$ cat src/source/comp_pkg.sv
package comp_pkg;

   localparam int WORD_W       = 32;
   localparam int REM_W        = 4;
   localparam int HDR_WORDS    = 8;
   localparam int HDR_CNT_W    = $clog2(HDR_WORDS);
   localparam int HDR_FLAG_IDX = 4;
   localparam int HDR_LEN_IDX  = 5;
   localparam int HDR_TASK_IDX = 6;
   localparam int TASK_W       = 10;
   localparam int FLAG_W       = 3;
   localparam int LEN_W        = 32;
   localparam int BYTES_W      = 4;
   localparam int DCR_ADDR_W   = 10;
   localparam int FIFO_DEPTH   = 4;

   localparam logic [DCR_ADDR_W-1:0] REG_CTRL   = 10'd0;
   localparam logic [DCR_ADDR_W-1:0] REG_FRAMES = 10'd1;
   localparam logic [DCR_ADDR_W-1:0] REG_TASK   = 10'd2;
   localparam logic [DCR_ADDR_W-1:0] REG_ID     = 10'd14;
   localparam logic [DCR_ADDR_W-1:0] REG_SIG    = 10'd15;

   localparam logic [WORD_W-1:0] ID_WORD  = 32'h1008_1100;
   localparam logic [WORD_W-1:0] SIG_WORD = 32'haa55_55aa;

   typedef struct packed {
      logic [WORD_W-1:0] data;
      logic [REM_W-1:0]  rem;
      logic              sof;
      logic              eof;
      logic              sop;
      logic              eop;
   } ll_beat_t;

   typedef struct packed {
      logic [FLAG_W-1:0] flag;
      logic [LEN_W-1:0]  src_len;
      logic [TASK_W-1:0] task_idx;
   } desc_t;

   // bytes counted from the high end of data
   typedef struct packed {
      logic [2*WORD_W-1:0] data;
      logic [BYTES_W-1:0]  bytes;
      logic                last;
   } pair_beat_t;

   typedef struct packed {
      logic [DCR_ADDR_W-1:0] addr;
      logic [WORD_W-1:0]     wdata;
      logic                  read;
      logic                  write;
   } dcr_req_t;

   typedef struct packed {
      logic              ack;
      logic [WORD_W-1:0] rdata;
   } dcr_rsp_t;

   // rem code of a last word to its valid byte count
   function automatic logic [BYTES_W-1:0] rem_to_bytes(input logic [REM_W-1:0] rem);
      case (rem)
         4'b0001: return BYTES_W'(3);
         4'b0011: return BYTES_W'(2);
         4'b0111: return BYTES_W'(1);
         default: return BYTES_W'(4);
      endcase
   endfunction

   function automatic logic [REM_W-1:0] bytes_to_rem(input logic [BYTES_W-1:0] n);
      case (n)
         BYTES_W'(3): return 4'b0001;
         BYTES_W'(2): return 4'b0011;
         BYTES_W'(1): return 4'b0111;
         default:     return 4'b0000;
      endcase
   endfunction

endpackage

$ cat src/source/beat_fifo.sv
`timescale 1ns/10ps

module beat_fifo import comp_pkg::*; #(
   parameter type payload_t = logic [WORD_W-1:0]
) (
   input  logic     clk,
   input  logic     rst_n,
   input  logic     soft_rst_i,
   input  payload_t wr_data_i,
   input  logic     wr_valid_i,
   output logic     wr_ready_o,
   output payload_t rd_data_o,
   output logic     rd_valid_o,
   input  logic     rd_ready_i
);

   localparam int PTR_W = $clog2(FIFO_DEPTH);

   payload_t         mem [FIFO_DEPTH];
   logic [PTR_W-1:0] wr_ptr;
   logic [PTR_W-1:0] rd_ptr;
   logic [PTR_W:0]   count;
   logic             push;
   logic             pop;

   assign wr_ready_o = (count != (PTR_W+1)'(FIFO_DEPTH));
   assign rd_valid_o = (count != '0);
   assign rd_data_o  = mem[rd_ptr];

   assign push = wr_valid_i && wr_ready_o;
   assign pop  = rd_valid_o && rd_ready_i;

   // pointers wrap on their own since the depth is a power of two
   always_ff @(posedge clk) begin
      if (!rst_n || soft_rst_i) begin
         wr_ptr <= '0;
         rd_ptr <= '0;
         count  <= '0;
      end else begin
         if (push) begin
            wr_ptr <= wr_ptr + 1'b1;
         end
         if (pop) begin
            rd_ptr <= rd_ptr + 1'b1;
         end
         if (push && !pop) begin
            count <= count + 1'b1;
         end else if (pop && !push) begin
            count <= count - 1'b1;
         end
      end
   end

   always_ff @(posedge clk) begin
      if (push) begin
         mem[wr_ptr] <= wr_data_i;
      end
   end

endmodule

$ cat src/source/comp_unit_top.sv
`timescale 1ns/10ps

module comp_unit_top import comp_pkg::*; (
   input  logic     clk,
   input  logic     rst_n,
   input  ll_beat_t in_beat_i,
   input  logic     in_valid_i,
   output logic     in_ready_o,
   output ll_beat_t out_beat_o,
   output logic     out_valid_o,
   input  logic     out_ready_i,
   input  dcr_req_t dcr_req_i,
   output dcr_rsp_t dcr_rsp_o
);

   logic       soft_rst;
   desc_t      ing_desc;
   logic       ing_desc_valid;
   logic       ing_desc_ready;
   desc_t      egr_desc;
   logic       egr_desc_valid;
   logic       egr_desc_ready;
   pair_beat_t ing_pair;
   logic       ing_pair_valid;
   logic       ing_pair_ready;
   pair_beat_t egr_pair;
   logic       egr_pair_valid;
   logic       egr_pair_ready;
   logic       frame_done;
   desc_t      done_desc;

   frame_ingress u_ingress (
      .clk          (clk),
      .rst_n        (rst_n),
      .soft_rst_i   (soft_rst),
      .in_beat_i    (in_beat_i),
      .in_valid_i   (in_valid_i),
      .in_ready_o   (in_ready_o),
      .desc_o       (ing_desc),
      .desc_valid_o (ing_desc_valid),
      .desc_ready_i (ing_desc_ready),
      .pair_o       (ing_pair),
      .pair_valid_o (ing_pair_valid),
      .pair_ready_i (ing_pair_ready)
   );

   // next header can be parsed while the previous frame drains
   beat_fifo #(.payload_t(desc_t)) u_desc_fifo (
      .clk        (clk),
      .rst_n      (rst_n),
      .soft_rst_i (soft_rst),
      .wr_data_i  (ing_desc),
      .wr_valid_i (ing_desc_valid),
      .wr_ready_o (ing_desc_ready),
      .rd_data_o  (egr_desc),
      .rd_valid_o (egr_desc_valid),
      .rd_ready_i (egr_desc_ready)
   );

   beat_fifo #(.payload_t(pair_beat_t)) u_pair_fifo (
      .clk        (clk),
      .rst_n      (rst_n),
      .soft_rst_i (soft_rst),
      .wr_data_i  (ing_pair),
      .wr_valid_i (ing_pair_valid),
      .wr_ready_o (ing_pair_ready),
      .rd_data_o  (egr_pair),
      .rd_valid_o (egr_pair_valid),
      .rd_ready_i (egr_pair_ready)
   );

   frame_egress u_egress (
      .clk          (clk),
      .rst_n        (rst_n),
      .soft_rst_i   (soft_rst),
      .desc_i       (egr_desc),
      .desc_valid_i (egr_desc_valid),
      .desc_ready_o (egr_desc_ready),
      .pair_i       (egr_pair),
      .pair_valid_i (egr_pair_valid),
      .pair_ready_o (egr_pair_ready),
      .out_beat_o   (out_beat_o),
      .out_valid_o  (out_valid_o),
      .out_ready_i  (out_ready_i),
      .frame_done_o (frame_done),
      .done_desc_o  (done_desc)
   );

   // busy while a word waits at the output
   dcr_status u_dcr (
      .clk          (clk),
      .rst_n        (rst_n),
      .dcr_req_i    (dcr_req_i),
      .dcr_rsp_o    (dcr_rsp_o),
      .frame_done_i (frame_done),
      .done_desc_i  (done_desc),
      .busy_i       (out_valid_o),
      .soft_rst_o   (soft_rst)
   );

endmodule

$ cat src/source/dcr_status.sv
`timescale 1ns/10ps

module dcr_status import comp_pkg::*; (
   input  logic     clk,
   input  logic     rst_n,
   input  dcr_req_t dcr_req_i,
   output dcr_rsp_t dcr_rsp_o,
   input  logic     frame_done_i,
   input  desc_t    done_desc_i,
   input  logic     busy_i,
   output logic     soft_rst_o
);

   logic              ack_q;
   logic [WORD_W-1:0] rdata_q;
   logic [WORD_W-1:0] rd_mux;
   logic [WORD_W-1:0] frame_cnt;
   logic [TASK_W-1:0] last_task;
   logic [FLAG_W-1:0] last_flag;
   logic              soft_rst_q;
   logic              ctrl_wr;

   always_comb begin
      rd_mux = '0;
      case (dcr_req_i.addr)
         REG_CTRL:   rd_mux[0] = busy_i;
         REG_FRAMES: rd_mux = frame_cnt;
         REG_TASK: begin
            rd_mux[WORD_W-1 -: FLAG_W] = last_flag;
            rd_mux[TASK_W-1:0]         = last_task;
         end
         REG_ID:     rd_mux = ID_WORD;
         REG_SIG:    rd_mux = SIG_WORD;
         default:    rd_mux = '0;
      endcase
   end

   // reset request lives in the top bit of the control word
   assign ctrl_wr = dcr_req_i.write && (dcr_req_i.addr == REG_CTRL) &&
                    dcr_req_i.wdata[WORD_W-1];

   always_ff @(posedge clk) begin
      if (!rst_n) begin
         ack_q      <= 1'b0;
         soft_rst_q <= 1'b0;
         frame_cnt  <= '0;
         last_task  <= '0;
         last_flag  <= '0;
      end else begin
         ack_q      <= dcr_req_i.read || dcr_req_i.write;
         soft_rst_q <= ctrl_wr;
         if (frame_done_i) begin
            frame_cnt <= frame_cnt + 1'b1;
            last_task <= done_desc_i.task_idx;
            last_flag <= done_desc_i.flag;
         end
      end
   end

   always_ff @(posedge clk) begin
      if (dcr_req_i.read) begin
         rdata_q <= rd_mux;
      end
   end

   assign dcr_rsp_o  = '{ack: ack_q, rdata: rdata_q};
   assign soft_rst_o = soft_rst_q;

endmodule

$ cat src/source/frame_egress.sv
`timescale 1ns/10ps

module frame_egress import comp_pkg::*; (
   input  logic       clk,
   input  logic       rst_n,
   input  logic       soft_rst_i,
   input  desc_t      desc_i,
   input  logic       desc_valid_i,
   output logic       desc_ready_o,
   input  pair_beat_t pair_i,
   input  logic       pair_valid_i,
   output logic       pair_ready_o,
   output ll_beat_t   out_beat_o,
   output logic       out_valid_o,
   input  logic       out_ready_i,
   output logic       frame_done_o,
   output desc_t      done_desc_o
);

   typedef enum logic [1:0] {
      ST_HI,
      ST_LO,
      ST_TRL,
      ST_WAIT
   } state_t;

   state_t               state;
   logic                 first_q;
   logic [HDR_CNT_W-1:0] trl_cnt;
   logic [LEN_W-1:0]     byte_sum;
   ll_beat_t             out_q;
   logic                 out_valid_q;
   ll_beat_t             nxt;
   logic                 can_load;
   logic                 load;
   logic [BYTES_W-1:0]   hi_bytes;
   logic [BYTES_W-1:0]   lo_bytes;
   logic [BYTES_W-1:0]   word_bytes;
   logic                 hi_only;
   logic                 status;

   assign hi_bytes = (pair_i.bytes > BYTES_W'(4)) ? BYTES_W'(4) : pair_i.bytes;
   assign lo_bytes = pair_i.bytes - BYTES_W'(4);
   assign hi_only  = pair_i.last && (pair_i.bytes <= BYTES_W'(4));
   assign status   = (byte_sum == desc_i.src_len);
   assign can_load = !out_valid_q || out_ready_i;

   always_comb begin
      nxt        = '0;
      load       = 1'b0;
      word_bytes = '0;
      case (state)
         ST_HI: begin
            load       = can_load && desc_valid_i && pair_valid_i;
            word_bytes = hi_bytes;
            nxt.data   = pair_i.data[2*WORD_W-1:WORD_W];
            nxt.rem    = bytes_to_rem(hi_bytes);
            nxt.sof    = first_q;
            nxt.sop    = first_q;
            nxt.eop    = hi_only;
         end
         ST_LO: begin
            load       = can_load && pair_valid_i;
            word_bytes = lo_bytes;
            nxt.data   = pair_i.data[WORD_W-1:0];
            nxt.rem    = bytes_to_rem(lo_bytes);
            nxt.eop    = pair_i.last;
         end
         ST_TRL: begin
            load = can_load;
            // only trailer words 4 to 6 carry data
            if (trl_cnt == HDR_CNT_W'(HDR_FLAG_IDX)) begin
               nxt.data = {desc_i.flag, status, {(WORD_W-FLAG_W-1){1'b0}}};
            end else if (trl_cnt == HDR_CNT_W'(HDR_LEN_IDX)) begin
               nxt.data = desc_i.src_len;
            end else if (trl_cnt == HDR_CNT_W'(HDR_TASK_IDX)) begin
               nxt.data = {{(WORD_W-TASK_W){1'b0}}, desc_i.task_idx};
            end
            nxt.eof = (trl_cnt == HDR_CNT_W'(HDR_WORDS-1));
         end
         default: begin
            load = 1'b0;
         end
      endcase
   end

   // beat leaves the queue with its last word
   assign pair_ready_o = load && ((state == ST_HI && hi_only) || state == ST_LO);

   assign frame_done_o = out_valid_q && out_ready_i && out_q.eof;
   assign desc_ready_o = frame_done_o;
   assign done_desc_o  = desc_i;
   assign out_beat_o   = out_q;
   assign out_valid_o  = out_valid_q;

   always_ff @(posedge clk) begin
      if (!rst_n || soft_rst_i) begin
         state       <= ST_HI;
         first_q     <= 1'b1;
         trl_cnt     <= '0;
         byte_sum    <= '0;
         out_valid_q <= 1'b0;
      end else begin
         if (out_valid_q && out_ready_i) begin
            out_valid_q <= 1'b0;
         end
         if (load) begin
            out_valid_q <= 1'b1;
            byte_sum    <= byte_sum + LEN_W'(word_bytes);
         end
         case (state)
            ST_HI: begin
               if (load) begin
                  first_q <= 1'b0;
                  state   <= hi_only ? ST_TRL : ST_LO;
               end
            end
            ST_LO: begin
               if (load) begin
                  state <= pair_i.last ? ST_TRL : ST_HI;
               end
            end
            ST_TRL: begin
               if (load) begin
                  trl_cnt <= trl_cnt + 1'b1;
                  if (trl_cnt == HDR_CNT_W'(HDR_WORDS-1)) begin
                     state <= ST_WAIT;
                  end
               end
            end
            default: begin
               // eof still in the output register
               if (frame_done_o) begin
                  state    <= ST_HI;
                  first_q  <= 1'b1;
                  byte_sum <= '0;
               end
            end
         endcase
      end
   end

   always_ff @(posedge clk) begin
      if (load) begin
         out_q <= nxt;
      end
   end

endmodule

$ cat src/source/frame_ingress.sv
`timescale 1ns/10ps

module frame_ingress import comp_pkg::*; (
   input  logic       clk,
   input  logic       rst_n,
   input  logic       soft_rst_i,
   input  ll_beat_t   in_beat_i,
   input  logic       in_valid_i,
   output logic       in_ready_o,
   output desc_t      desc_o,
   output logic       desc_valid_o,
   input  logic       desc_ready_i,
   output pair_beat_t pair_o,
   output logic       pair_valid_o,
   input  logic       pair_ready_i
);

   typedef enum logic [2:0] {
      ST_IDLE,
      ST_HDR,
      ST_HI,
      ST_LO,
      ST_DRAIN
   } state_t;

   state_t               state;
   logic [HDR_CNT_W-1:0] hdr_cnt;
   logic                 rdy_q;
   logic [FLAG_W-1:0]    flag_q;
   logic [LEN_W-1:0]     len_q;
   logic [TASK_W-1:0]    task_q;
   logic [WORD_W-1:0]    hi_q;
   logic                 accept;
   logic                 hdr_last;
   logic                 payload_st;
   logic [WORD_W-1:0]    word_masked;
   logic [BYTES_W-1:0]   word_bytes;

   function automatic logic [WORD_W-1:0] mask_word(input logic [WORD_W-1:0] d,
                                                   input logic [REM_W-1:0]  rem);
      case (rem)
         4'b0001: return {d[31:8], 8'h0};
         4'b0011: return {d[31:16], 16'h0};
         4'b0111: return {d[31:24], 24'h0};
         default: return d;
      endcase
   endfunction

   assign hdr_last   = (state == ST_HDR) && (hdr_cnt == HDR_CNT_W'(HDR_WORDS-1));
   assign payload_st = (state == ST_HI) || (state == ST_LO);

   // hold off while the queue we would push into is full
   assign in_ready_o = rdy_q && !(hdr_last && !desc_ready_i) &&
                       !(payload_st && !pair_ready_i);
   assign accept     = in_valid_i && in_ready_o;

   assign word_masked = in_beat_i.eop ? mask_word(in_beat_i.data, in_beat_i.rem)
                                      : in_beat_i.data;
   assign word_bytes  = in_beat_i.eop ? rem_to_bytes(in_beat_i.rem) : BYTES_W'(4);

   assign desc_o       = '{flag: flag_q, src_len: len_q, task_idx: task_q};
   assign desc_valid_o = accept && hdr_last;

   always_comb begin
      if (state == ST_LO) begin
         pair_o.data  = {hi_q, word_masked};
         pair_o.bytes = BYTES_W'(4) + word_bytes;
      end else begin
         pair_o.data  = {word_masked, {WORD_W{1'b0}}};
         pair_o.bytes = word_bytes;
      end
      pair_o.last = in_beat_i.eop;
   end

   // eop in the high half closes the pair early
   assign pair_valid_o = accept && ((state == ST_LO) || (state == ST_HI && in_beat_i.eop));

   always_ff @(posedge clk) begin
      if (!rst_n || soft_rst_i) begin
         state   <= ST_IDLE;
         hdr_cnt <= '0;
         rdy_q   <= 1'b0;
      end else begin
         rdy_q <= 1'b1;
         if (accept) begin
            case (state)
               ST_IDLE: begin
                  if (in_beat_i.sof) begin
                     state   <= ST_HDR;
                     hdr_cnt <= HDR_CNT_W'(1);
                  end
               end
               ST_HDR: begin
                  hdr_cnt <= hdr_cnt + 1'b1;
                  if (hdr_last) begin
                     state <= ST_HI;
                  end
               end
               ST_HI, ST_LO: begin
                  if (in_beat_i.eop) begin
                     state <= in_beat_i.eof ? ST_IDLE : ST_DRAIN;
                  end else begin
                     state <= (state == ST_HI) ? ST_LO : ST_HI;
                  end
               end
               default: begin
                  // trailing words are dropped up to eof
                  if (in_beat_i.eof) begin
                     state <= ST_IDLE;
                  end
               end
            endcase
         end
      end
   end

   always_ff @(posedge clk) begin
      if (accept && state == ST_HDR) begin
         if (hdr_cnt == HDR_CNT_W'(HDR_FLAG_IDX)) begin
            flag_q <= in_beat_i.data[WORD_W-1 -: FLAG_W];
         end
         if (hdr_cnt == HDR_CNT_W'(HDR_LEN_IDX)) begin
            len_q <= in_beat_i.data;
         end
         if (hdr_cnt == HDR_CNT_W'(HDR_TASK_IDX)) begin
            task_q <= in_beat_i.data[TASK_W-1:0];
         end
      end
      if (accept && state == ST_HI) begin
         hi_q <= word_masked;
      end
   end

endmodule

$ cat config.mk
export PLATFORM = sky130hd
export DESIGN_NAME = comp_unit_top
export DESIGN_NICKNAME = d
export VERILOG_FILES = /design/src/source/comp_pkg.sv /design/src/source/beat_fifo.sv /design/src/source/comp_unit_top.sv /design/src/source/dcr_status.sv /design/src/source/frame_egress.sv /design/src/source/frame_ingress.sv
export SDC_FILE = /design/constraint.sdc
export NUM_CORES = 1
export LEC_CHECK = 0
export BUFFER_PORTS_ARGS = -buffer_cell sky130_fd_sc_hd__buf_2
export CAP_MARGIN = 10
export CORE_MARGIN = 2
export CORE_UTILIZATION = 50
export CTS_CLUSTER_DIAMETER = 150
export DETAILED_ROUTE_END_ITERATION = 10
export PLACE_DENSITY = 0.67
export SYNTH_ARGS = -nofsm -noshare
export SYNTH_HDL_FRONTEND = slang
export SYNTH_SLANG_ARGS = --single-unit
$ cat constraint.sdc
create_clock -name clk -period 5 [get_ports clk]
set_input_delay 0 -clock clk [delete_from_list [all_inputs] [get_ports clk]]
set_output_delay 0 -clock clk [all_outputs]
set_load 0.02 [all_outputs]
==> reports/results.ini, run 1 <==
[pwr]
powerDensity_nw_per_um2 = 367
cellLeakagePower_nw = 11.1
ir_drop_mv = 0.259

[drt]
first_pass_iters = 5
vias = 16300
viasPerCell = 5.76
drc = 0
routed_wl_um = 65100
wl_per_cell_um = 23.0
drt-initial-drc-count = 1534
drtAntennaViolNets = 0

[global_route]
grt_antenna_before_repair = 1
grt_start_max_net_pins = 65
grt_overflow = 0
grt_pass1_vias = 16100
track_usage = 0.219
grt_pass1_wl_um = 97200

[logic_synthesis]
synth_cell_types = 61
syn_nets = 1924
synth_edf_count = 603
yosysTopAreaCellShare = 0.632
ys.flop_type = edfxtp_1
yosys-top-cells-area = edfxtp_1 (63%), mux4_2 (8.3%), dfxtp_1 (7.8%)
yosysSeqAreaShare = 0.709
syn_area_per_cell_um2 = 15.9
netlist_area_um2 = 28700
synthCells = 1801
synth_top_cell_by_area = edfxtp_1
yosys_warnings = 0
synthArstFlopShare = 0
ys_ff_latch = 714

[placed_design]
hpwl_um = 41000
gp_congestion = 0.848
place_area_um2 = 30200
io_buffers = 129

[worst_setup_path]
critPathTopFamily = simple AND/OR/NAND/NOR gates
endpoint = u_egress.byte_sum[24]
startpoint_type = flip-flop
cp.depth = 14
cp_common_cell = o21ai_0
cp_cell_sequence = buf_4 > mux4_2 > o21ai_4 > and2_1 > inv_1 > o21ai_0 > o21ai_0 > ha_1 > a21o_1 > a21oi_1 > nor3_1 > nand3_1 > xor2_1 > nor2_1
crit_buf_inv = 2
r2r_cells = 14
r2r_setup_slack_ns = 0.98
crit_path_max_incr_delay_ns = 0.82
r2r-end = u_egress.byte_sum[24]
worst-setup-path-type = reg2reg
cp_max_fo = 14
cp_data_arrival_time_ns = 4.50
crit_path_top_delay_cell = nor3_1
end_kind = flip-flop
crit_required_ns = 5.48

[sta]
tightestPinTransition_ns = 1.20
maxSlewViolCount = 0
hold_violations = 0
relSlewSlack = 0.201
totalNegativeSetupSlack_ns = 0
fmax_mhz = 249
setup_viol = 0
whs_ns = 0.0898
rsz0062_at_grt = false
fin_crit_sh = 0.804
skew_ns = 0.0359
finalCriticalPeriod_ns = 4.02

[job]
cap_violations = 0

[layout]
drive_gt1_frac = 0.199
nFillCells = 4264
area_delta_synth_final_pct = 15.9
sequential_cell_area_um2 = 20300
postLayoutCellArea_um2 = 33200
multi_input_area_um2 = 7830
finalNetCount = 2131
final_cell_mix = edfxtp_1 (603), nand2_1 (169), buf_2 (129)
layout_commonest_cell = edfxtp_1

[clocking]
clock_latency_ns = 0.63
root_buffer = clkbuf_16
cts_buffers = 74
numClockSinks = 714
path_clk_slew_ns = 0.06
post_cts_resized = 0
cts_max_path_buffers = 3
cts_max_level = 3
post_cts_buffers = 0
cts_tree = done

[run_status]
status = finished, final reports clean

[worst_hold_path]
min_path_type = in2reg

[floorplanning]
io_pins = 163
fp.dieW_um = 243
row_count = 87
initial_core_util = 0.507
dieHeight_um = 243
die_area_um2 = 59300
design.core.area_um2 = 56500

-- logic make-up after synthesis --
group           share of synthesized area
compound gates                     0.0467
xor+xnor                           0.0278
fa+ha+maj                          0.0161
buf+inv                            0.0192
flops                               0.709
mux                                0.0986
other cells                      0.000131
simple gates                       0.0823
-- power breakdown --
group	leakage [nW]	switching [mW]	internal, mW
Clock	1.22	2.26	3.34
Combinational	3.66	0.123	0.0699
Sequential	6.22	0.00454	6.41
-- worst min-delay path, cell delays in order --
cell     delay (ns)
buf_2          0.09
nand3_1        0.08
nor2_1         0.25
a221o_1        0.17
-- through the flow --
step	util	cells	worst slack, ns	total power, mW
2_1_floorplan	-	1801	1.41	6.61
3_3_place_gp	0.535	2634	1.04	6.70
3_5_place_dp	0.535	2634	1.02	6.70
4_1_cts	0.588	2824	0.979	12.3
5_1_grt	0.588	2824	0.654	12.5
6_report	0.588	2825	0.980	12.2
-- area by class of cell --
cell class / count / area share
sequential: 714 / 0.612
multi-input combinational: 954 / 0.235
clock buffer: 102 / 0.0626
timing repair buffer: 217 / 0.0437
tap: 756 / 0.0285
clock inverter: 34 / 0.0123
inverter: 47 / 0.00531
antenna: 1 / 0.0000753
-- metal layers --
| metal | vias to the layer above | GRT usage | share of wire |
|---|---|---|---|
| met5 | - | 0 | 0 |
| met1 | 8289 | 0.310 | 0.43 |
| met3 | 99 | 0.0364 | 0.070 |
| li1 | 7297 | - | - |
| met4 | 0 | 0.0785 | 0.027 |
| met2 | 588 | 0.347 | 0.48 |
-- flip-flops by register name, summed over array words and instances, names as in the netlist, 10 cells and up, named ones only --
| name | flops |
|---|---|
| u_ingress.task_q | 10 |
| u_dcr.frame_cnt | 32 |
| u_dcr.last_task | 10 |
| u_ingress.hi_q | 32 |
| u_dcr.rdata_q | 32 |
| u_pair_fifo.mem | 276 |
| u_egress.byte_sum | 32 |
| u_egress.out_beat_o | 38 |
| u_desc_fifo.mem | 180 |
| u_ingress.len_q | 32 |
-- synthesized netlist by cell type, types with 32 or more instances --
| cell type | instances |
|---|---|
| edfxtp_1 | 603 |
| nand2_1 | 169 |
| dfxtp_1 | 111 |
| mux4_2 | 106 |
| nor2_1 | 90 |
| xnor2_1 | 60 |
| a21oi_1 | 54 |
| clkbuf_1 | 54 |
| and2_1 | 47 |
| inv_1 | 47 |
| a22oi_1 | 45 |
| nand3_1 | 41 |
| and3_1 | 40 |
| o21ai_0 | 36 |
| ha_1 | 32 |
-- worst min-delay path by stage --
stage	cells past startpoint	end	slack, ns	startpoint
after floorplan	1	u_ingress.state[2]	0.1	in_beat_i[2]
after global placement	2	u_ingress.state[2]	0.21	in_beat_i[2]
after detailed placement	2	u_ingress.state[2]	0.22	in_beat_i[2]
after CTS	4	u_dcr.rdata_q[8]	0.06	dcr_req_i[36]
after global routing	4	u_dcr.rdata_q[8]	0.12	dcr_req_i[36]
final	4	u_dcr.rdata_q[8]	0.09	dcr_req_i[36]
-- what timing repair did --
action / CTS / global route
hold buffers: 54 / 0
hold endpoints to repair: 354 / 0
endpoints found under the setup margin: 0 / 0
Note: power is estimated with default switching activity, not from simulation.
==> inputs of run 2 (changes only) <==
PLACE_DENSITY = 0.7   (was 0.67)
clock period = 3.5 ns   (was 5 ns; I/O delays follow)
==> run 2 against run 1 <==
Global-route usage is 0.51 points higher. Worst setup slack got worse by 0.76 ns. First-iteration DRC count rose by 3.8%. Sequential power increased by 43%. Combinational power increased by 40%. Die area is the same. Wire length rose by 0.94%. Cell count increased by 0.57%. Sequential cell count unchanged. Design area rose by 0.77%. Critical path depth grew 2. Largest power group unchanged. Highest routed layer unchanged.
==> reports/results.ini, run 2 (synthesized netlist as in run 1, its figures left out) <==
[sta]
finalCriticalPeriod_ns = 3.28  ; -0.739 ns
fin_crit_sh = 0.937  ; +0.133
relSlewSlack = 0.239  ; +0.0381
setup_viol = 0  ; unchanged
maxSlewViolCount = 0  ; unchanged
rsz0062_at_grt = false
tightestPinTransition_ns = 1.14  ; -0.0559 ns
fmax_mhz = 305  ; +23%
whs_ns = 0.116  ; +0.0266 ns
totalNegativeSetupSlack_ns = 0  ; unchanged
skew_ns = 0.0321  ; -0.00383 ns
hold_violations = 0  ; unchanged

[worst_setup_path]
worst-setup-path-type = reg2reg
end_kind = flip-flop
crit_required_ns = 4.01  ; -1.47 ns
cp_max_fo = 12  ; -2
r2r_cells = 16  ; +2
r2r-end = u_egress.byte_sum[31]
r2r_setup_slack_ns = 0.22  ; -0.76 ns
startpoint_type = flip-flop
cp_data_arrival_time_ns = 3.79  ; -0.71 ns

[clocking]
post_cts_buffers = 0  ; unchanged
root_buffer = clkbuf_16
path_clk_slew_ns = 0.06  ; about the same
cts_tree = done
numClockSinks = 714  ; unchanged
clock_latency_ns = 0.63  ; about the same
cts_max_level = 3  ; unchanged
cts_buffers = 73  ; -1.4%
cts_max_path_buffers = 3  ; unchanged

[pwr]
powerDensity_nw_per_um2 = 515  ; +40%
ir_drop_mv = 0.326  ; +26%
cellLeakagePower_nw = 11.2  ; +1.0%

[layout]
finalNetCount = 2150  ; +0.89%
final_cell_mix = edfxtp_1 (603), nand2_1 (169), buf_2 (129)
layout_commonest_cell = edfxtp_1
drive_gt1_frac = 0.208  ; +0.00855
utilization = 0.593  ; +0.00452
area_delta_synth_final_pct = 16.8
regMostFlops = u_pair_fifo.mem
largest_reg_flops = 276  ; unchanged

[drt]
viasPerCell = 5.77  ; +0.10%
drtAntennaViolNets = 0  ; unchanged
drc = 0  ; unchanged
drt-initial-drc-count = 1593  ; +3.8%
wl_per_cell_um = 23.1  ; +0.37%
vias = 16400  ; +0.67%
first_pass_iters = 6  ; +1
routed_wl_um = 65700  ; +0.94%

[placed_design]
hpwl_um = 41500  ; +1.2%
io_buffers = 129  ; unchanged
gp_congestion = 0.848  ; about the same

[global_route]
track_usage = 0.224  ; +0.00506
grt_start_max_net_pins = 70  ; +7.7%
grt_antenna_before_repair = 2  ; +1
grt_overflow = 0  ; unchanged
grt_pass1_wl_um = 99900  ; +2.8%
grt_pass1_vias = 16600  ; +2.9%

[floorplanning]
row_count = 87  ; unchanged
die_area_um2 = 59300  ; unchanged
initial_core_util = 0.507  ; unchanged
io_pins = 163  ; unchanged
fp.dieW_um = 243  ; unchanged
design.core.area_um2 = 56500  ; unchanged
dieHeight_um = 243  ; unchanged

[job]
cap_violations = 0  ; unchanged

[worst_hold_path]
worstHoldStart = in_valid_i
min_path_type = in2reg
hold_depth = 6  ; +2
min_to = u_ingress.state[0]

[run_status]
status = finished, final reports clean

## run 2: changes by cell type in the layout (fill, tap and decap cells not counted), moves of 3 or more
cell and delta:
buf_4 +11, buf_12 +10, clkbuf_1 -6, bufinv_16 -3
clkbuf_16 +3, clkinv_1 +3
## run 2: worst max path at each step
stage,depth (start not counted),end,slack (ns)
4_1_cts,16,u_egress.byte_sum[12],0.03
2_1_floorplan,3,u_ingress.hi_q[0],0.14
6_report,16,u_egress.byte_sum[31],0.22
3_3_place_gp,15,u_egress.byte_sum[20],0.09
5_1_grt,16,u_egress.byte_sum[27],0.03
3_5_place_dp,16,u_egress.byte_sum[12],0.04
## run 2: report_power, final
part	switching, mW	internal (mW)
clock	3.20	4.62
combinational	0.171	0.0994
sequential	0.00729	9.16
## run 2: routing by layer
| layer | vias to the layer above | share of wire | global-route usage | routed length (µm) |
|---|---|---|---|---|
| met5 | - | 0 | 0 | 0 |
| met4 | 0 | 0.028 | 0.0852 | 1870 |
| met3 | 102 | 0.069 | 0.0402 | 4530 |
| met2 | 572 | 0.48 | 0.353 | 31500 |
| met1 | 8390 | 0.42 | 0.314 | 27800 |
| li1 | 7318 | - | - | - |
## run 2: timing repair
item / in CTS / in global routing
endpoints found under the hold margin: 384 / 0
hold buffers: 53 / 0
endpoints found under the setup margin: 0 / 16
gates resized for setup: 0 / 3
## run 2: layout make-up
type                       count  area, µm²
tap                          756        946
multi-input combinational    954       7850
clock buffer                  97       2100
antenna                        1       2.50
timing repair buffer         237       1730
inverter                      47        176
sequential                   714      20300
fill                        4191      23000
clock inverter                35        344
## run 2: metrics by stage
| step | std cells | setup WS [ns] | instance area, µm² | power, mW |
|---|---|---|---|---|
| 2_1_floorplan | 1801 | 0.141 | 28700 | 9.45 |
| 3_3_place_gp | 2655 | 0.0894 | 30500 | 9.56 |
| 3_5_place_dp | 2655 | 0.0402 | 30500 | 9.57 |
| 4_1_cts | 2840 | 0.0299 | 33500 | 17.4 |
| 5_1_grt | 2840 | 0.0327 | 33500 | 17.7 |
| 6_report | 2841 | 0.220 | 33500 | 17.2 |
## run 2: critical path: stages (launching register included)
cell	delay [ns]
dfxtp_4	0.37
mux4_2	0.51
ha_1	0.22
buf_4	0.15
o21ai_4	0.05
and2_1	0.13
inv_1	0.04
o21ai_0	0.12
o21ai_0	0.11
ha_1	0.31
buf_4	0.12
a21o_1	0.14
a21oi_1	0.09
buf_4	0.20
nor4_4	0.33
nand3_1	0.14
mux2i_1	0.14
